### src/rtl/eeprom_pkg.sv
package eeprom_pkg;

    // byte address into the 2 KB array
    typedef logic [10:0] eeprom_addr_t;

    // data, control and address bytes on the wire
    typedef logic [7:0] eeprom_byte_t;

    // one bus frame, start also serves as repeated start
    typedef enum logic [1:0] {
        frame_start,
        frame_stop,
        frame_tx,
        frame_rx
    } frame_kind_e;

    // sequencer to engine, payload only meaningful for frame_tx
    typedef struct packed {
        frame_kind_e  kind;
        eeprom_byte_t payload;
    } frame_req_t;

    // device type code, upper nibble of every control byte
    localparam logic [3:0] DEV_PREFIX = 4'b1010;

endpackage

### src/rtl/eeprom_sequencer.sv
module eeprom_sequencer (
    input  logic                     CLK,
    input  logic                     RESET,
    input  logic                     wr,
    input  logic                     rd,
    input  eeprom_pkg::eeprom_addr_t addr,
    input  eeprom_pkg::eeprom_byte_t wr_data,
    output eeprom_pkg::eeprom_byte_t rd_data,
    output logic                     ack,
    output eeprom_pkg::frame_req_t   frame_req,
    output logic                     frame_go,
    input  logic                     frame_done,
    input  eeprom_pkg::eeprom_byte_t rx_byte
);

    typedef enum logic [3:0] {
        s_idle,
        s_start,
        s_ctrl_wr,
        s_addr,
        s_data,
        s_restart,
        s_ctrl_rd,
        s_read,
        s_stop,
        s_done
    } state_e;

    state_e                   state;
    logic                     is_read;
    eeprom_pkg::eeprom_addr_t addr_q;
    eeprom_pkg::eeprom_byte_t data_q;

    // prefix, block bits, direction
    function automatic eeprom_pkg::eeprom_byte_t ctrl_byte(input logic rd_dir);
        return {eeprom_pkg::DEV_PREFIX, addr_q[10:8], rd_dir};
    endfunction

    function automatic eeprom_pkg::frame_req_t make_req(
        input eeprom_pkg::frame_kind_e  kind,
        input eeprom_pkg::eeprom_byte_t payload
    );
        eeprom_pkg::frame_req_t req;
        req.kind    = kind;
        req.payload = payload;
        return req;
    endfunction

    always_ff @(posedge CLK)
    begin
        if (RESET)
        begin
            state    <= s_idle;
            frame_go <= 1'b0;
            ack      <= 1'b0;
        end
        else
        begin
            frame_go <= 1'b0;
            ack      <= 1'b0;
            case (state)
                s_idle:
                    if (wr || rd)
                    begin
                        is_read   <= !wr;      // write wins when both are up
                        addr_q    <= addr;
                        data_q    <= wr_data;
                        state     <= s_start;
                        frame_go  <= 1'b1;
                        frame_req <= make_req(eeprom_pkg::frame_start, '0);
                    end
                s_start:
                    if (frame_done)
                    begin
                        state     <= s_ctrl_wr;
                        frame_go  <= 1'b1;
                        frame_req <= make_req(eeprom_pkg::frame_tx, ctrl_byte(1'b0));
                    end
                s_ctrl_wr:
                    if (frame_done)
                    begin
                        state     <= s_addr;
                        frame_go  <= 1'b1;
                        frame_req <= make_req(eeprom_pkg::frame_tx, addr_q[7:0]);
                    end
                s_addr:
                    if (frame_done)
                    begin
                        frame_go <= 1'b1;
                        if (is_read)
                        begin
                            state     <= s_restart;
                            frame_req <= make_req(eeprom_pkg::frame_start, '0);
                        end
                        else
                        begin
                            state     <= s_data;
                            frame_req <= make_req(eeprom_pkg::frame_tx, data_q);
                        end
                    end
                s_data:
                    if (frame_done)
                    begin
                        state     <= s_stop;
                        frame_go  <= 1'b1;
                        frame_req <= make_req(eeprom_pkg::frame_stop, '0);
                    end
                s_restart:
                    if (frame_done)
                    begin
                        state     <= s_ctrl_rd;
                        frame_go  <= 1'b1;
                        frame_req <= make_req(eeprom_pkg::frame_tx, ctrl_byte(1'b1));
                    end
                s_ctrl_rd:
                    if (frame_done)
                    begin
                        state     <= s_read;
                        frame_go  <= 1'b1;
                        frame_req <= make_req(eeprom_pkg::frame_rx, '0);
                    end
                s_read:
                    if (frame_done)
                    begin
                        state     <= s_stop;
                        frame_go  <= 1'b1;
                        frame_req <= make_req(eeprom_pkg::frame_stop, '0);
                    end
                s_stop:
                    if (frame_done)
                    begin
                        state <= s_done;
                        ack   <= 1'b1;
                        if (is_read)
                            rd_data <= rx_byte;   // engine holds last rx byte
                    end
                s_done:
                    state <= s_idle;   // ack high here, no request taken
                default:
                    state <= s_idle;
            endcase
        end
    end

    ack_single_cycle: assert property (@(posedge CLK) disable iff (RESET)
        ack |=> !ack);

endmodule

### config.mk
export PLATFORM = sky130hd
export DESIGN_NAME = eeprom_sequencer
export DESIGN_NICKNAME = d
export VERILOG_FILES = /design/src/rtl/eeprom_pkg.sv /design/src/rtl/eeprom_sequencer.sv
export SDC_FILE = /design/constraint.sdc
export NUM_CORES = 1
export LEC_CHECK = 0
export ABC_CLOCK_PERIOD_IN_PS = 4300
export CORE_ASPECT_RATIO = 0.75
export CORE_MARGIN = 3
export CORE_UTILIZATION = 30
export CTS_BUF_LIST = sky130_fd_sc_hd__clkbuf_4
export CTS_CLUSTER_SIZE = 14
export DETAILED_ROUTE_END_ITERATION = 16
export DONT_BUFFER_PORTS = 1
export REMOVE_ABC_BUFFERS = 1
export SYNTH_ARGS = -nofsm -noshare
export SYNTH_HDL_FRONTEND = slang
export SYNTH_SLANG_ARGS = --single-unit
### constraint.sdc
create_clock -name CLK -period 4.3 [get_ports CLK]
set_input_delay 0.86 -clock CLK [delete_from_list [all_inputs] [get_ports CLK]]
set_output_delay 0.86 -clock CLK [all_outputs]
set_load 0.1 [all_outputs]
# After elaboration in Yosys (flattened, before gate mapping)
# Cells that the tools add are included.
[totals]
out_inout_bits = 20
ramBits = 0
wordCells = 60
latch_bits = 0
register_bits = 44
input_bits = 32
romBits = 0
memories = 0
[classes]
n_shift = 0
n_mul = 0
n_eq_ne = 16
reduce_logical = 11
muxes = 22
add_sub_neg = 0
n_bitwise = 2
magnitude_cmp = 0
div = 0
[op_table]
columns = ["cell", "count"]
rows = [
  ["10-bit 2-to-1 mux", 8],
  ["10-bit case mux with 7 select lines", 1],
  ["4-bit 2-to-1 mux", 8],
  ["4-bit case mux with 8 select lines", 1],
  ["4-bit by 3-bit equality test with 1-bit output (second input constant)", 4],
  ["2-bit != test (second input constant)", 7],
  ["9-bit AND reduction", 1],
  ["4-bit by 2-bit equality test with 1-bit output (second input constant)", 2],
  ["8-bit AND reduction", 1],
  ["7-bit nonzero test", 1],
  ["7-bit OR reduction", 1],
  ["4-bit by 1-bit equality test with 1-bit output (second input constant)", 1],
  ["4-bit equality test (second input constant)", 1],
  ["4-bit logical NOT", 1],
  ["4-bit AND reduction", 1],
  ["2-bit OR reduction", 2],
  ["1-bit 2-to-1 mux", 3],
  ["3-bit AND reduction", 1],
  ["2-bit by 1-bit != test with 1-bit output (second input constant)", 1],
  ["1-bit NOT", 2],
  ["1-bit case mux with 2 select lines", 1],
  ["1-bit logical NOT", 1],
  ["1-bit logical OR", 1],
]

# Depth between registers and ports, before layout
# Gate-level depths: netlist (run 1).
[logic_depth]
depth_word = 4
mapped_depth = 4
mapped_depth_nobuf = 3

# Least setup slack after synthesis (run 1)
# No wires, ideal clock.
[synth_path]
path_type = "in2reg"
startpoint = "input RESET"
endpoint = "register addr_q[0], enable pin"
t_required_ns = 3.845
path_buffers = 1
path_stages = 2
setup_time_ns = 0.455
arrival_ns = 3.236
setup_slack_ns = 0.609
path_cell_list = "clkbuf_1 nor4b_1"
[synth_between]
elab_chain_len = 2
[synth_lines]
columns = ["item", "line", "source"]
rows = [
  ["start: declaration", "eeprom_sequencer.sv:3", "input logic RESET,"],
  ["1-bit NOT (no source line)", "-", ""],
  ["3-bit AND reduction (no source line)", "-", ""],
  ["end signal: assignment", "eeprom_sequencer.sv:66", "addr_q <= addr;"],
  ["end: declaration", "eeprom_sequencer.sv:31", "eeprom_pkg::eeprom_addr_t addr_q;"],
]
# Every way passes these cells.
# A chain may end at the register's enable or synchronous reset.

# Final worst setup path (run 1)
[layout_path]
startpoint = "register frame_req[4] (netlist bit)"
endpoint = "output frame_req[4] (netlist bit)"
[layout_rtl]
columns = ["item", "line", "source"]
rows = [
  ["start: declaration", "eeprom_sequencer.sv:10", "output eeprom_pkg::frame_req_t frame_req,"],
  ["start signal: assignment", "eeprom_sequencer.sv:70", "frame_req <= make_req(eeprom_pkg::frame_start, '0);"],
  ["start signal: assignment", "eeprom_sequencer.sv:77", "frame_req <= make_req(eeprom_pkg::frame_tx, ctrl_byte(1'b0));"],
  ["start signal: assignment", "eeprom_sequencer.sv:84", "frame_req <= make_req(eeprom_pkg::frame_tx, addr_q[7:0]);"],
]
# No word-level cell between the ends.

==> results of run 1 <==
## stage by stage
| stage | setup WS [ns] | utilization | cells |
|---|---|---|---|
| global placement | 2.34 | 0.342 | 170 |
| CTS | 2.08 | 0.358 | 178 |
| finish | 2.11 | 0.358 | 178 |
| global route | 2.04 | 0.358 | 178 |
| floorplan | 0.750 | - | 96 |
| detailed placement | 2.29 | 0.342 | 170 |
## cell usage in the layout (no fill, tap or decap), types with 3 or more instances in the layout
master / netlist / routed
sky130_fd_sc_hd__edfxtp_1: 38 / 38
sky130_fd_sc_hd__dfxtp_1: 6 / 6
sky130_fd_sc_hd__clkbuf_4: 0 / 6
sky130_fd_sc_hd__a22o_1: 5 / 5
sky130_fd_sc_hd__nor2_1: 4 / 4
sky130_fd_sc_hd__a21o_1: 4 / 4
sky130_fd_sc_hd__nor2b_1: 3 / 3
sky130_fd_sc_hd__o21ai_0: 3 / 3
sky130_fd_sc_hd__nor3_1: 3 / 3
## registers in the layout, summed over array words and instances (netlist names)
| signal | count |
|---|---|
| rd_data | 8 |
| addr_q | 11 |
| ack | 1 |
| is_read | 1 |
| frame_req | 10 |
| frame_go | 1 |
| data_q | 8 |
| state | 4 |
## final cells by class
type,instances,area share
clock buffers,6,0.0246
clock inverters,2,0.0191
inverters,2,0.00410
multi-input cells,50,0.206
flip-flops and latches,44,0.689
well taps,72,0.0492
repair buffers,2,0.00820
## per-layer routing
layer / vias to the layer above / part of all wire / track usage
met5: - / 0 / 0
met4: 0 / 0.027 / 0.0478
li1: 404 / - / -
met1: 401 / 0.46 / 0.103
met3: 7 / 0.10 / 0.0553
met2: 53 / 0.41 / 0.130
## worst min-delay path by stage
stage                                         to  slack [ns]  depth (start not counted)
after floorplan           frame_req[1]$_DFFE_PP_        0.49                          1
final                     frame_req[2]$_DFFE_PP_        0.54                          1
after global routing       state[1]$_SDFFE_PP0P_        0.53                          1
after global placement    frame_req[2]$_DFFE_PP_        0.51                          1
after CTS                 frame_req[2]$_DFFE_PP_        0.54                          1
after detailed placement  frame_req[1]$_DFFE_PP_        0.52                          1
## power groups by stage
stage | registers [uW] | clock network, uW | logic [uW]
after floorplan | 609 | 0 | 43.8
after global placement | 615 | 0 | 56.4
after detailed placement | 616 | 0 | 57.5
after CTS | 606 | 264 | 57.7
after global routing | 609 | 286 | 63.7
final | 605 | 252 | 56.8
## logic make-up (layout without fill, tap and decap cells)
group	count (synthesis)	after routing
simple gates	26	26
mux	2	2
flops	44	44
buf+inv	8	12
compound gates	21	21
xor+xnor	1	1
==> results.txt, run 1 <==
The post-CTS setup repair buffer count is 0. The detailed router placed 865 vias in this run. The power density over cell area came out at 499 nW/um^2.

After synthesis, the cell types taking the most area are sky130_fd_sc_hd__edfxtp_1 68%, sky130_fd_sc_hd__dfxtp_1 7.2%, sky130_fd_sc_hd__a22o_1 2.6%, sky130_fd_sc_hd__a21o_1 1.8%, sky130_fd_sc_hd__a221o_1 1.2%. The global-route wire length before repair came out at 4.33 mm. Setup total negative slack on the finished layout was measured at 0 ns.

The count of final setup violators is 0. Of the total synthesized cell area, the portion taken by full adders, half adders and majority gates is 0. The count of cells along the worst register-to-register path came out at 3. The standard cell core area came out at 5120 sq um. The transition time of the tightest slew-check pin is 0.951 ns.

The post-cts repair resize count is 0. The count of nets left with antenna violations after detail routing is 0. The multiplexer share of the synthesized area is 0.0120. The worst register-to-register path ends at rd_data[0]$_DFFE_PP_. In the synthesized netlist the dominant register cell turns out to be sky130_fd_sc_hd__edfxtp_1. STA classifies the critical path endpoint as a primary output. The final design instance area without fill came out at 1830 sq um. The quantity of hold-fixing buffers added after cts is 0.

In the routed layout, each cell is associated on average with a via count of 4.86. TritonCTS built the clock tree. The register area came out at 1260 sq um. The run finished with clean final reports. Of the total power, the share spent switching nets is 0.283.

The area of placed instances is 1750 sq um. The remaining design rule violation count came out at 0. The number of antenna diodes in the final layout is 0. The design draws 914 uW. The clock period minus final worst setup slack is 2.19 ns. The number of I/O pins is 52. The clock buffer count from CTS is 5. The worst-case register-to-register setup slack came out at 2.27 ns. In the final design database the tool counted 137 nets.

By area, the combinational part of the netlist is dominated by simple AND/OR/NAND/NOR gates. The startpoint identified for the worst register-to-register timing path is state[3]$_SDFFE_PP0P_. The die height came out at 70.6 um.

The worst endpoint required time is 3.44 ns. In this run the static leakage power is 0.000627 uW. The synthesized netlist cell count came out at 102. The number of sinks on the clock net came out at 44. Once detailed placement completed, the half-perimeter wirelength came to 2.00 mm. The fraction of post-synthesis cell area in the top cell type by area came out at 0.684. Derived from the worst setup path, the maximum achievable clock frequency is 457 MHz. The sequential cell area fraction in the yosys report came out at 0.756. The most common cell in the synthesized netlist is sky130_fd_sc_hd__edfxtp_1.

The tightest hold margin is 0.535 ns. The number of hold-slack violations in the final timing report is 0. The share of power burned in the clock network is 0.276. The total of buffers placed on input and output ports is 0. The switching power total is 258 uW. The worst hold-check path type is register to register. The floorplan has 22 rows.

Setup repair after global routing left no endpoint under its margin. The area fraction in compound gates after synthesis was 0.0960. The relative max-transition margin is 0.365. The data arrival at the endpoint of the critical path is 1.33 ns. The commonest cells after synthesis are 38 x sky130_fd_sc_hd__edfxtp_1, 6 x sky130_fd_sc_hd__dfxtp_1, 5 x sky130_fd_sc_hd__a22o_1. The effective utilization at floorplan came out at 0.326.

The remaining global-route overflow is 0. The routability congestion estimate from global placement came out at 0.779. Dividing the detail-routed wire length by the instance count gives 15.2 um. In this run the cell area of the synthesized design comes to 1670 sq um.

The clock latency on the worst-skew pair is 0.35 ns. In this run, distinct cell masters in the synthesized netlist total 37. The xor and xnor fraction of the mapped netlist area is 0.00525. Counting flops with a built-in enable in the synthesized netlist gives 38. The flip-flop and latch count after synthesis is 44. The worst setup path is launched from a register. The number of stages on the worst setup path came out at 0. For this block, the routed nets add up to 2.71 mm of wire. The fraction of registers with async set or reset after synthesis came out at 0. The footprint of the multi-input gates came out at 378 sq um.

After clock tree synthesis, the clock-pin slew on the worst setup and hold paths is 0.12 ns. The logic gate share of total power is 0.062. Along the worst path, the maximum fanout reaches 1. The die outline area is 6500 sq um. The synthesis warning total is 0.

The synthesis-to-layout area growth is 9.75%. The end point of the critical path is frame_req[4]. The mean area per synthesized cell is 16.4 sq um. The share of the clock period used by the worst path after layout came out at 0.508. The cell at the root of the clock tree is sky130_fd_sc_hd__clkbuf_4.

The via count of the first global-routing pass came out at 863. The design internal power came out at 656 uW. The total of max-cap violations came out at 0.

The total iterations of the first detailed-routing run came out at 4. The layout cell share with drive strength beyond 1 is 0.142. The floorplan die width came out at 92.1 um.

The H-tree depth reported by CTS is 2. The total of fill cells in the finished design came out at 513. The starting DRC count in detailed routing came out at 110. The maximum number of pins on one net before global-route repair is 21.

Of the total power, registers draw 0.662. The critical path launch point is frame_req[4]$_DFFE_PP_. The critical path in this run is classified as register to primary output. Across every metal layer, demand over resource in global routing totals 0.0897. The clock arrives with 0.00598 ns of skew. The worst vdd rail ir drop came out at 223 uV. Of the total synthesized cell area, the portion taken by AND, OR, NAND and NOR gates is 0.109. The final max-slew violation count came out at 0. The initial antenna violation count is 0. In this run the most critical hold path is launched from data_q[2]$_DFFE_PP_. The biggest area contributor in the post-synthesis netlist is sky130_fd_sc_hd__edfxtp_1. The number of buffers on the longest clock path is 2.
No activity file was read; power rests on OpenSTA's default activity.
==> run 2: changes to the inputs <==
- ABC_CLOCK_PERIOD_IN_PS: 4300 -> 2100
- clock period: 4.3 -> 2.1 ns (I/O delays scaled with it)
==> run 2 against run 1 <==
Against the previous run: final area is 9.4% higher; core utilization is 3.4 points higher; worst setup slack worse by 1.9 ns; register-to-register slack worse by 2.0 ns; global-route usage is 0.66 points higher; clock skew is 0.0028 ns higher; count of clock-buffer cells in the layout stayed put; sequential share of layout area is 5.9 points lower; hold slack worse by 0.39 ns; final cell count is 13% higher; flip-flop and latch count stayed put.
==> results.txt, run 2 (same netlist as run 1, synthesis figures left out) <==
The static power due to leakage came out at 0.000740 uW (+18%). The library cells used most frequently in the layout, excluding fill and tap cells, are 38 x sky130_fd_sc_hd__edfxtp_1, 25 x sky130_fd_sc_hd__buf_4, 6 x sky130_fd_sc_hd__dfxtp_1, 6 x sky130_fd_sc_hd__clkbuf_4, 5 x sky130_fd_sc_hd__a22o_1. The die height is 70.6 um (unchanged). The number of cells in the finished layout apart from fillers came to 201 (+13%). The peak clock frequency supported by timing is 540 MHz. The total iterations of the first detailed-routing run came out at 4 (unchanged).

The area of placed instances came out at 1920 sq um (+9.9%). The worst register-to-register path ends at rd_data[3]$_DFFE_PP_. The area growth from synthesis to layout is 20.1%. The effective utilization at floorplan came out at 0.326 (unchanged). The tightest hold margin came out at 0.142 ns (-0.393 ns). The highest net fanout along the worst path is 14 (+13). The total of max-cap violations is 0 (unchanged). In this run the most critical hold path is launched from RESET. The total via count after detailed routing was 928 (+7.3%). The number of buffers on the longest clock path was 2 (unchanged).

The post-cts repair resize count came out at 0 (unchanged). The die outline area is 6500 sq um (unchanged). The initial antenna violation count came out at 0 (unchanged). In this run the clock root is driven by a sky130_fd_sc_hd__clkbuf_4. The final layout net count came out at 160 (+17%).

The maximum number of pins on one net before global-route repair is 21 (unchanged). The detailed-route wire length is 2.95 mm (+8.8%). The floorplan die width came out at 92.1 um (unchanged). The global-route wire length before repair is 4.80 mm (+11%). The critical path in this run is classified as register to register. The placement row count is 22 (unchanged). The wire length on met2 came out at 1.36 mm (+21%). The type of destination of the critical path is a register. The startpoint identified for the worst register-to-register timing path is state[0]$_SDFFE_PP0P_.

The clock-pin slew reported for the worst setup and hold paths after clock tree synthesis is 0.12 ns (about the same). The critical path goes through or4b_4 -> nor3_2 -> and2_1. The via count of the first global-routing pass is 1,011 (+17%). STA classifies the critical path startpoint as a register. The clock buffer count from CTS came out at 5 (unchanged).

The count of final setup violators came to 0 (unchanged). The path with the worst hold slack has its endpoint at state[2]$_SDFFE_PP0P_. The flip-flop count of the largest register after layout is 11 (unchanged). The clock latency on the worst-skew pair was 0.34 ns (about the same). The most common cell after layout, fill and taps aside is sky130_fd_sc_hd__edfxtp_1. The min-delay analysis places its worst path in the category input port to register.

The post-CTS setup repair buffer count came out at 0 (unchanged). Counting both buffers and inverters, the worst setup path holds a total of 0. The final max-slew violation count came out at 0 (unchanged). The layout cell share with drive strength beyond 1 is 0.295 (+0.153).

The starting DRC count in detailed routing is 86 (-22%). In the final layout, the registers with the most flip-flops are addr_q: 11 flops, frame_req: 10 flops. The remaining global-route overflow came out at 0 (unchanged). The relative max-transition margin came to 0.526 (+0.161). The data arrival at the endpoint of the critical path came to 1.87 ns (+0.54 ns). The per-cell routed wire length is 14.7 um (-3.6%).

The final core area utilization came out at 0.391 (+0.0337). The count of cells along the worst register-to-register path is 3 (unchanged). The remaining design rule violation count came out at 0 (unchanged). Among all stages on the critical path, the largest delay is contributed by sky130_fd_sc_hd__or4b_4. Routed signal wires occupy layers up through met4. The total of buffers placed on input and output ports is 0 (unchanged). The peak per-stage delay on the critical path came out at 0.60 ns.

The routed length on met1 is 1.31 mm (+5.6%). The final design instance area without fill was 2000 sq um (+9.4%). The count of placed standard cells including taps came out at 193 (+14%). TritonCTS built the clock tree. The run finished with clean final reports. The number of cells traversed by the worst hold path is 1 (unchanged). The aggregate global-route resource usage came to 0.0963 (+0.00659).

The half-perimeter wire length after detailed placement is 2.23 mm (+12%). The worst vdd rail ir drop is 429 uV (+93%). The quantity of hold-fixing buffers added after cts is 0 (unchanged). Counting flops per register, the top entry is addr_q.

The detailed route wirelength on metal3 is 232 um (-16%). The H-tree depth reported by CTS was 2 (unchanged). The number of hold-slack violations in the final timing report came out at 0 (unchanged). The worst-case clock skew came out at 0.00880 ns (+0.00282 ns). The share of the clock period used by the worst path after layout is 0.882. The standard cell core area is 5120 sq um (unchanged). The transition time of the tightest slew-check pin came out at 0.710 ns (-0.242 ns). The worst endpoint required time is 2.12 ns (-1.32 ns). The clock period minus final worst setup slack is 1.85 ns.

The worst-case register-to-register setup slack was 0.25 ns (-2.02 ns). The number of I/O pins is 52 (unchanged). The routability congestion estimate from global placement came out at 0.765 (-1.8%). The count of inserted antenna diode cells is 0 (unchanged). The cell class contributing the biggest share of worst-path delay is simple AND/OR/NAND/NOR gates. The vias per cell is 4.62 (-5.0%). Setup repair after global routing left no endpoint under its margin. The count of nets left with antenna violations after detail routing is 0 (unchanged). The number of sinks on the clock net came out at 44 (unchanged).

The power density over cell area came out at 952 nW/um^2 (+91%).
[run 2: layout make-up]
class                      count  area [sq um]
clock buffer                   6          45.0
clock inverter                 2          35.0
fill                         503          3120
inverter                       2          7.51
multi-input combinational     50           378
sequential                    44          1260
tap                           72          90.1
timing repair buffer          25           188
[run 2: worst max-delay path by stage]
stage                               start              endpoint  cells past startpoint
finish              state[0]$_SDFFE_PP0P_  rd_data[3]$_DFFE_PP_                      3
detailed placement  state[0]$_SDFFE_PP0P_  rd_data[4]$_DFFE_PP_                      3
CTS                 state[3]$_SDFFE_PP0P_  rd_data[1]$_DFFE_PP_                      3
floorplan           state[1]$_SDFFE_PP0P_   addr_q[0]$_DFFE_PP_                      2
global route        state[3]$_SDFFE_PP0P_  rd_data[3]$_DFFE_PP_                      3
global placement    state[0]$_SDFFE_PP0P_  rd_data[0]$_DFFE_PP_                      3
[run 2: metal layers]
| layer | vias up | track usage |
|---|---|---|
| met1 | 424 | 0.114 |
| met2 | 49 | 0.155 |
| li1 | 450 | - |
| met4 | 0 | 0.0313 |
| met5 | - | 0 |
| met3 | 5 | 0.0478 |
[run 2: where the power goes]
group / switching (uW) / internal (uW) / leakage [uW]
logic: 252 / 88.3 / 0.000289
clock network: 248 / 263 / 0.0000456
registers: 31.9 / 1030 / 0.000406
[run 2: stage by stage]
stage	total power (uW)	setup WS, ns	setup TNS (ns)
floorplan	1340	-1.33	-26.69
global placement	1410	0.323	0
detailed placement	1420	0.263	0
CTS	1940	0.238	0
global route	2010	0.0875	0
finish	1910	0.249	0
==> run 3: changes to the inputs <==
- CORE_UTILIZATION: 30 -> 64
- PLACE_DENSITY: not set -> 0.8
==> run 3 against run 2 <==
Against the previous run: global-route usage grew 8.2 points; critical path type unchanged; largest power group unchanged; critical path depth unchanged; clock power shrank 33%.
==> results.txt, run 3 (same netlist as run 1, synthesis figures left out) <==
The total negative slack for setup checks is 0 ns (unchanged). The clock period minus final worst setup slack came out at 1.84 ns (-0.0115 ns). The number of I/O pins came to 52 (unchanged). The flip-flop count of the largest register after layout came out at 11 (unchanged). The initial antenna violation count is 0 (unchanged). The number of sinks on the clock net came out at 44 (unchanged). Setup repair after global routing left no endpoint under its margin.

The footprint of the multi-input gates is 378 sq um (unchanged). The transition time of the tightest slew-check pin was 0.760 ns (+0.0508 ns). The per-cell routed wire length was 16.5 um (+13%). The register area was 1260 sq um (unchanged).

The switching share of power is 0.293 (+0.0144). The aggregate global-route resource usage is 0.178 (+0.0818). The data arrival at the endpoint of the critical path came out at 1.86 ns (about the same).

The TritonCTS clock tree is built. The placement row count is 15 (-32%). STA classifies the critical path startpoint as a register. The final total power is 1740 uW (-9.0%).

Counting flops per register, the top entry is addr_q. The vias per cell is 5.65 (+22%). The floorplan die width is 65.0 um (-29%). The remaining design rule violation count is 0 (unchanged). The H-tree depth reported by CTS is 2 (unchanged). The global-route wire length before repair is 4.03 mm (-16%). The tightest hold margin came out at 0.141 ns (-0.00100 ns). The share of power burned in the clock network is 0.198 (-0.070).

The standard cell core area is 2380 sq um (-53%). The die outline area is 3260 sq um (-50%). Leaving out fill and tap cells, the most frequent cell in the layout is sky130_fd_sc_hd__edfxtp_1. The clock-pin slew reported for the worst setup and hold paths after clock tree synthesis is 0.10 ns (-0.02 ns). The highest net fanout along the worst path is 14 (unchanged). The synthesis-to-layout area growth came out at 14.7%.

The worst vdd rail ir drop came to 691 uV (+61%). The total of fill cells in the finished design was 136 (-73%). The share of the clock period used by the worst path after layout was 0.876 (-0.00550). The peak clock frequency supported by timing came out at 544 MHz (+0.63%). The effective utilization at floorplan came out at 0.700 (+0.374). The half-perimeter wire length after detailed placement was 1.94 mm (-13%). The logic gate share of total power came out at 0.195 (+0.017). The total of buffers placed on input and output ports is 0 (unchanged). The layout cell share with drive strength beyond 1 came out at 0.268 (-0.0269). The count of final setup violators came out at 0 (unchanged). The fraction of power consumed by sequential logic is 0.607 (+0.053). In the layout the commonest cells are 38 x sky130_fd_sc_hd__edfxtp_1, 24 x sky130_fd_sc_hd__buf_4, 6 x sky130_fd_sc_hd__dfxtp_1, 5 x sky130_fd_sc_hd__a22o_1, 5 x sky130_fd_sc_hd__clkbuf_4. In the final layout, the registers with the most flip-flops are addr_q: 11 flops, frame_req: 10 flops. The clock buffer count from CTS was 5 (unchanged). The die height is 50.2 um (-29%). The worst endpoint required time came out at 2.12 ns (about the same).

Clock tree synthesis selected as its root buffer the cell sky130_fd_sc_hd__clkbuf_4. The quantity of hold-fixing buffers added after cts came out at 0 (unchanged). The power density over cell area is 907 nW/um^2 (-4.8%). The remaining global-route overflow is 0 (unchanged). The final layout net count came out at 159 (-0.63%). The clock latency on the worst-skew pair came out at 0.34 ns (about the same). The worst setup path is captured at a register. In this run the worst hold path is classified as input port to register. The post-cts repair resize count is 0 (unchanged). The count of inserted antenna diode cells is 0 (unchanged). The number of buffers on the longest clock path came out at 2 (unchanged). The relative max-transition margin is 0.492 (-0.0339). The maximum number of pins on one net before global-route repair is 21 (unchanged).

The static power due to leakage is 0.000716 uW (-3.3%). The switching power total came out at 509 uW (-4.3%). The run finished with clean final reports.

The starting DRC count in detailed routing is 26 (-70%). The total via count after detailed routing is 910 (-1.9%). The routability congestion estimate from global placement was 0.834 (+9.1%). The number of hold-slack violations in the final timing report came out at 0 (unchanged). The total of max-cap violations is 0 (unchanged).

The design internal power came to 1230 uW (-11%). The total iterations of the first detailed-routing run came to 4 (unchanged). The worst-case clock skew came to 0.00826 ns (-0.000539 ns). The post-CTS setup repair buffer count is 0 (unchanged). The count of nets left with antenna violations after detail routing came to 0 (unchanged). The worst setup path is of the register to register kind. The detailed-route wire length is 2.66 mm (-9.7%). The via count of the first global-routing pass came out at 868 (-14%).

The final max-slew violation count came to 0 (unchanged).
[run 3: cell types whose count changed in the layout (fill, tap and decap cells not counted), sizes merged]
cell / change
clkinv: +1
buf: -1
clkbuf: -1
bufinv: -1
[run 3: layout make-up]
type | count | share of cell area
Tap cell | 34 | 0.0222
Timing Repair Buffer | 24 | 0.0941
Clock inverter | 2 | 0.00392
Inverter | 2 | 0.00392
Clock buffer | 5 | 0.0196
Sequential cell | 44 | 0.659
Multi-Input combinational cell | 50 | 0.197
[run 3: power by group through the flow]
stage          logic, uW  registers [uW]  clock network [uW]
2_1_floorplan       89.7            1250                   0
3_3_place_gp         330            1070                   0
3_5_place_dp         337            1070                   0
4_1_cts              338            1050                 358
5_1_grt              354            1060                 386
6_report             338            1050                 344
[run 3: path summary, 6_finish.rpt]
| check | startpoint | to | slack [ns] | cells past startpoint |
|---|---|---|---|---|
| max reg2reg | state[0]$_SDFFE_PP0P_ | rd_data[5]$_DFFE_PP_ | 0.26 | 3 |
| min | RESET | state[2]$_SDFFE_PP0P_ | 0.14 | 1 |
| max | state[0]$_SDFFE_PP0P_ | rd_data[5]$_DFFE_PP_ | 0.26 | 3 |
| min reg2reg | data_q[3]$_DFFE_PP_ | frame_req[3]$_DFFE_PP_ | 0.53 | 1 |
[run 3: metal layers]
| metal | vias to the layer above | share of wire | GRT usage | routed length (um) |
|---|---|---|---|---|
| met1 | 408 | 0.41 | 0.214 | 1100 |
| li1 | 446 | - | - | - |
| met4 | 0 | 0.019 | 0.105 | 51 |
| met3 | 7 | 0.10 | 0.0694 | 278 |
| met5 | - | 0 | 0 | 0 |
| met2 | 49 | 0.46 | 0.273 | 1230 |
[run 3: worst max-delay path, cell delays in order (launching register included)]
cell and delay, ns:
sky130_fd_sc_hd__dfxtp_1 0.43, sky130_fd_sc_hd__or4b_4 0.59, sky130_fd_sc_hd__nor3_2 0.15, sky130_fd_sc_hd__and2_1 0.35
[run 3: through the flow]
stage | cells | instance area [sq um] | utilization | setup WS (ns)
6_report | 161 | 1910 | 0.803 | 0.260
5_1_grt | 161 | 1910 | 0.803 | 0.146
4_1_cts | 161 | 1910 | 0.803 | 0.248
3_5_place_dp | 154 | 1870 | 0.784 | 0.254
3_3_place_gp | 154 | 1870 | 0.784 | 0.321
2_1_floorplan | 96 | 1640 | - | -1.33
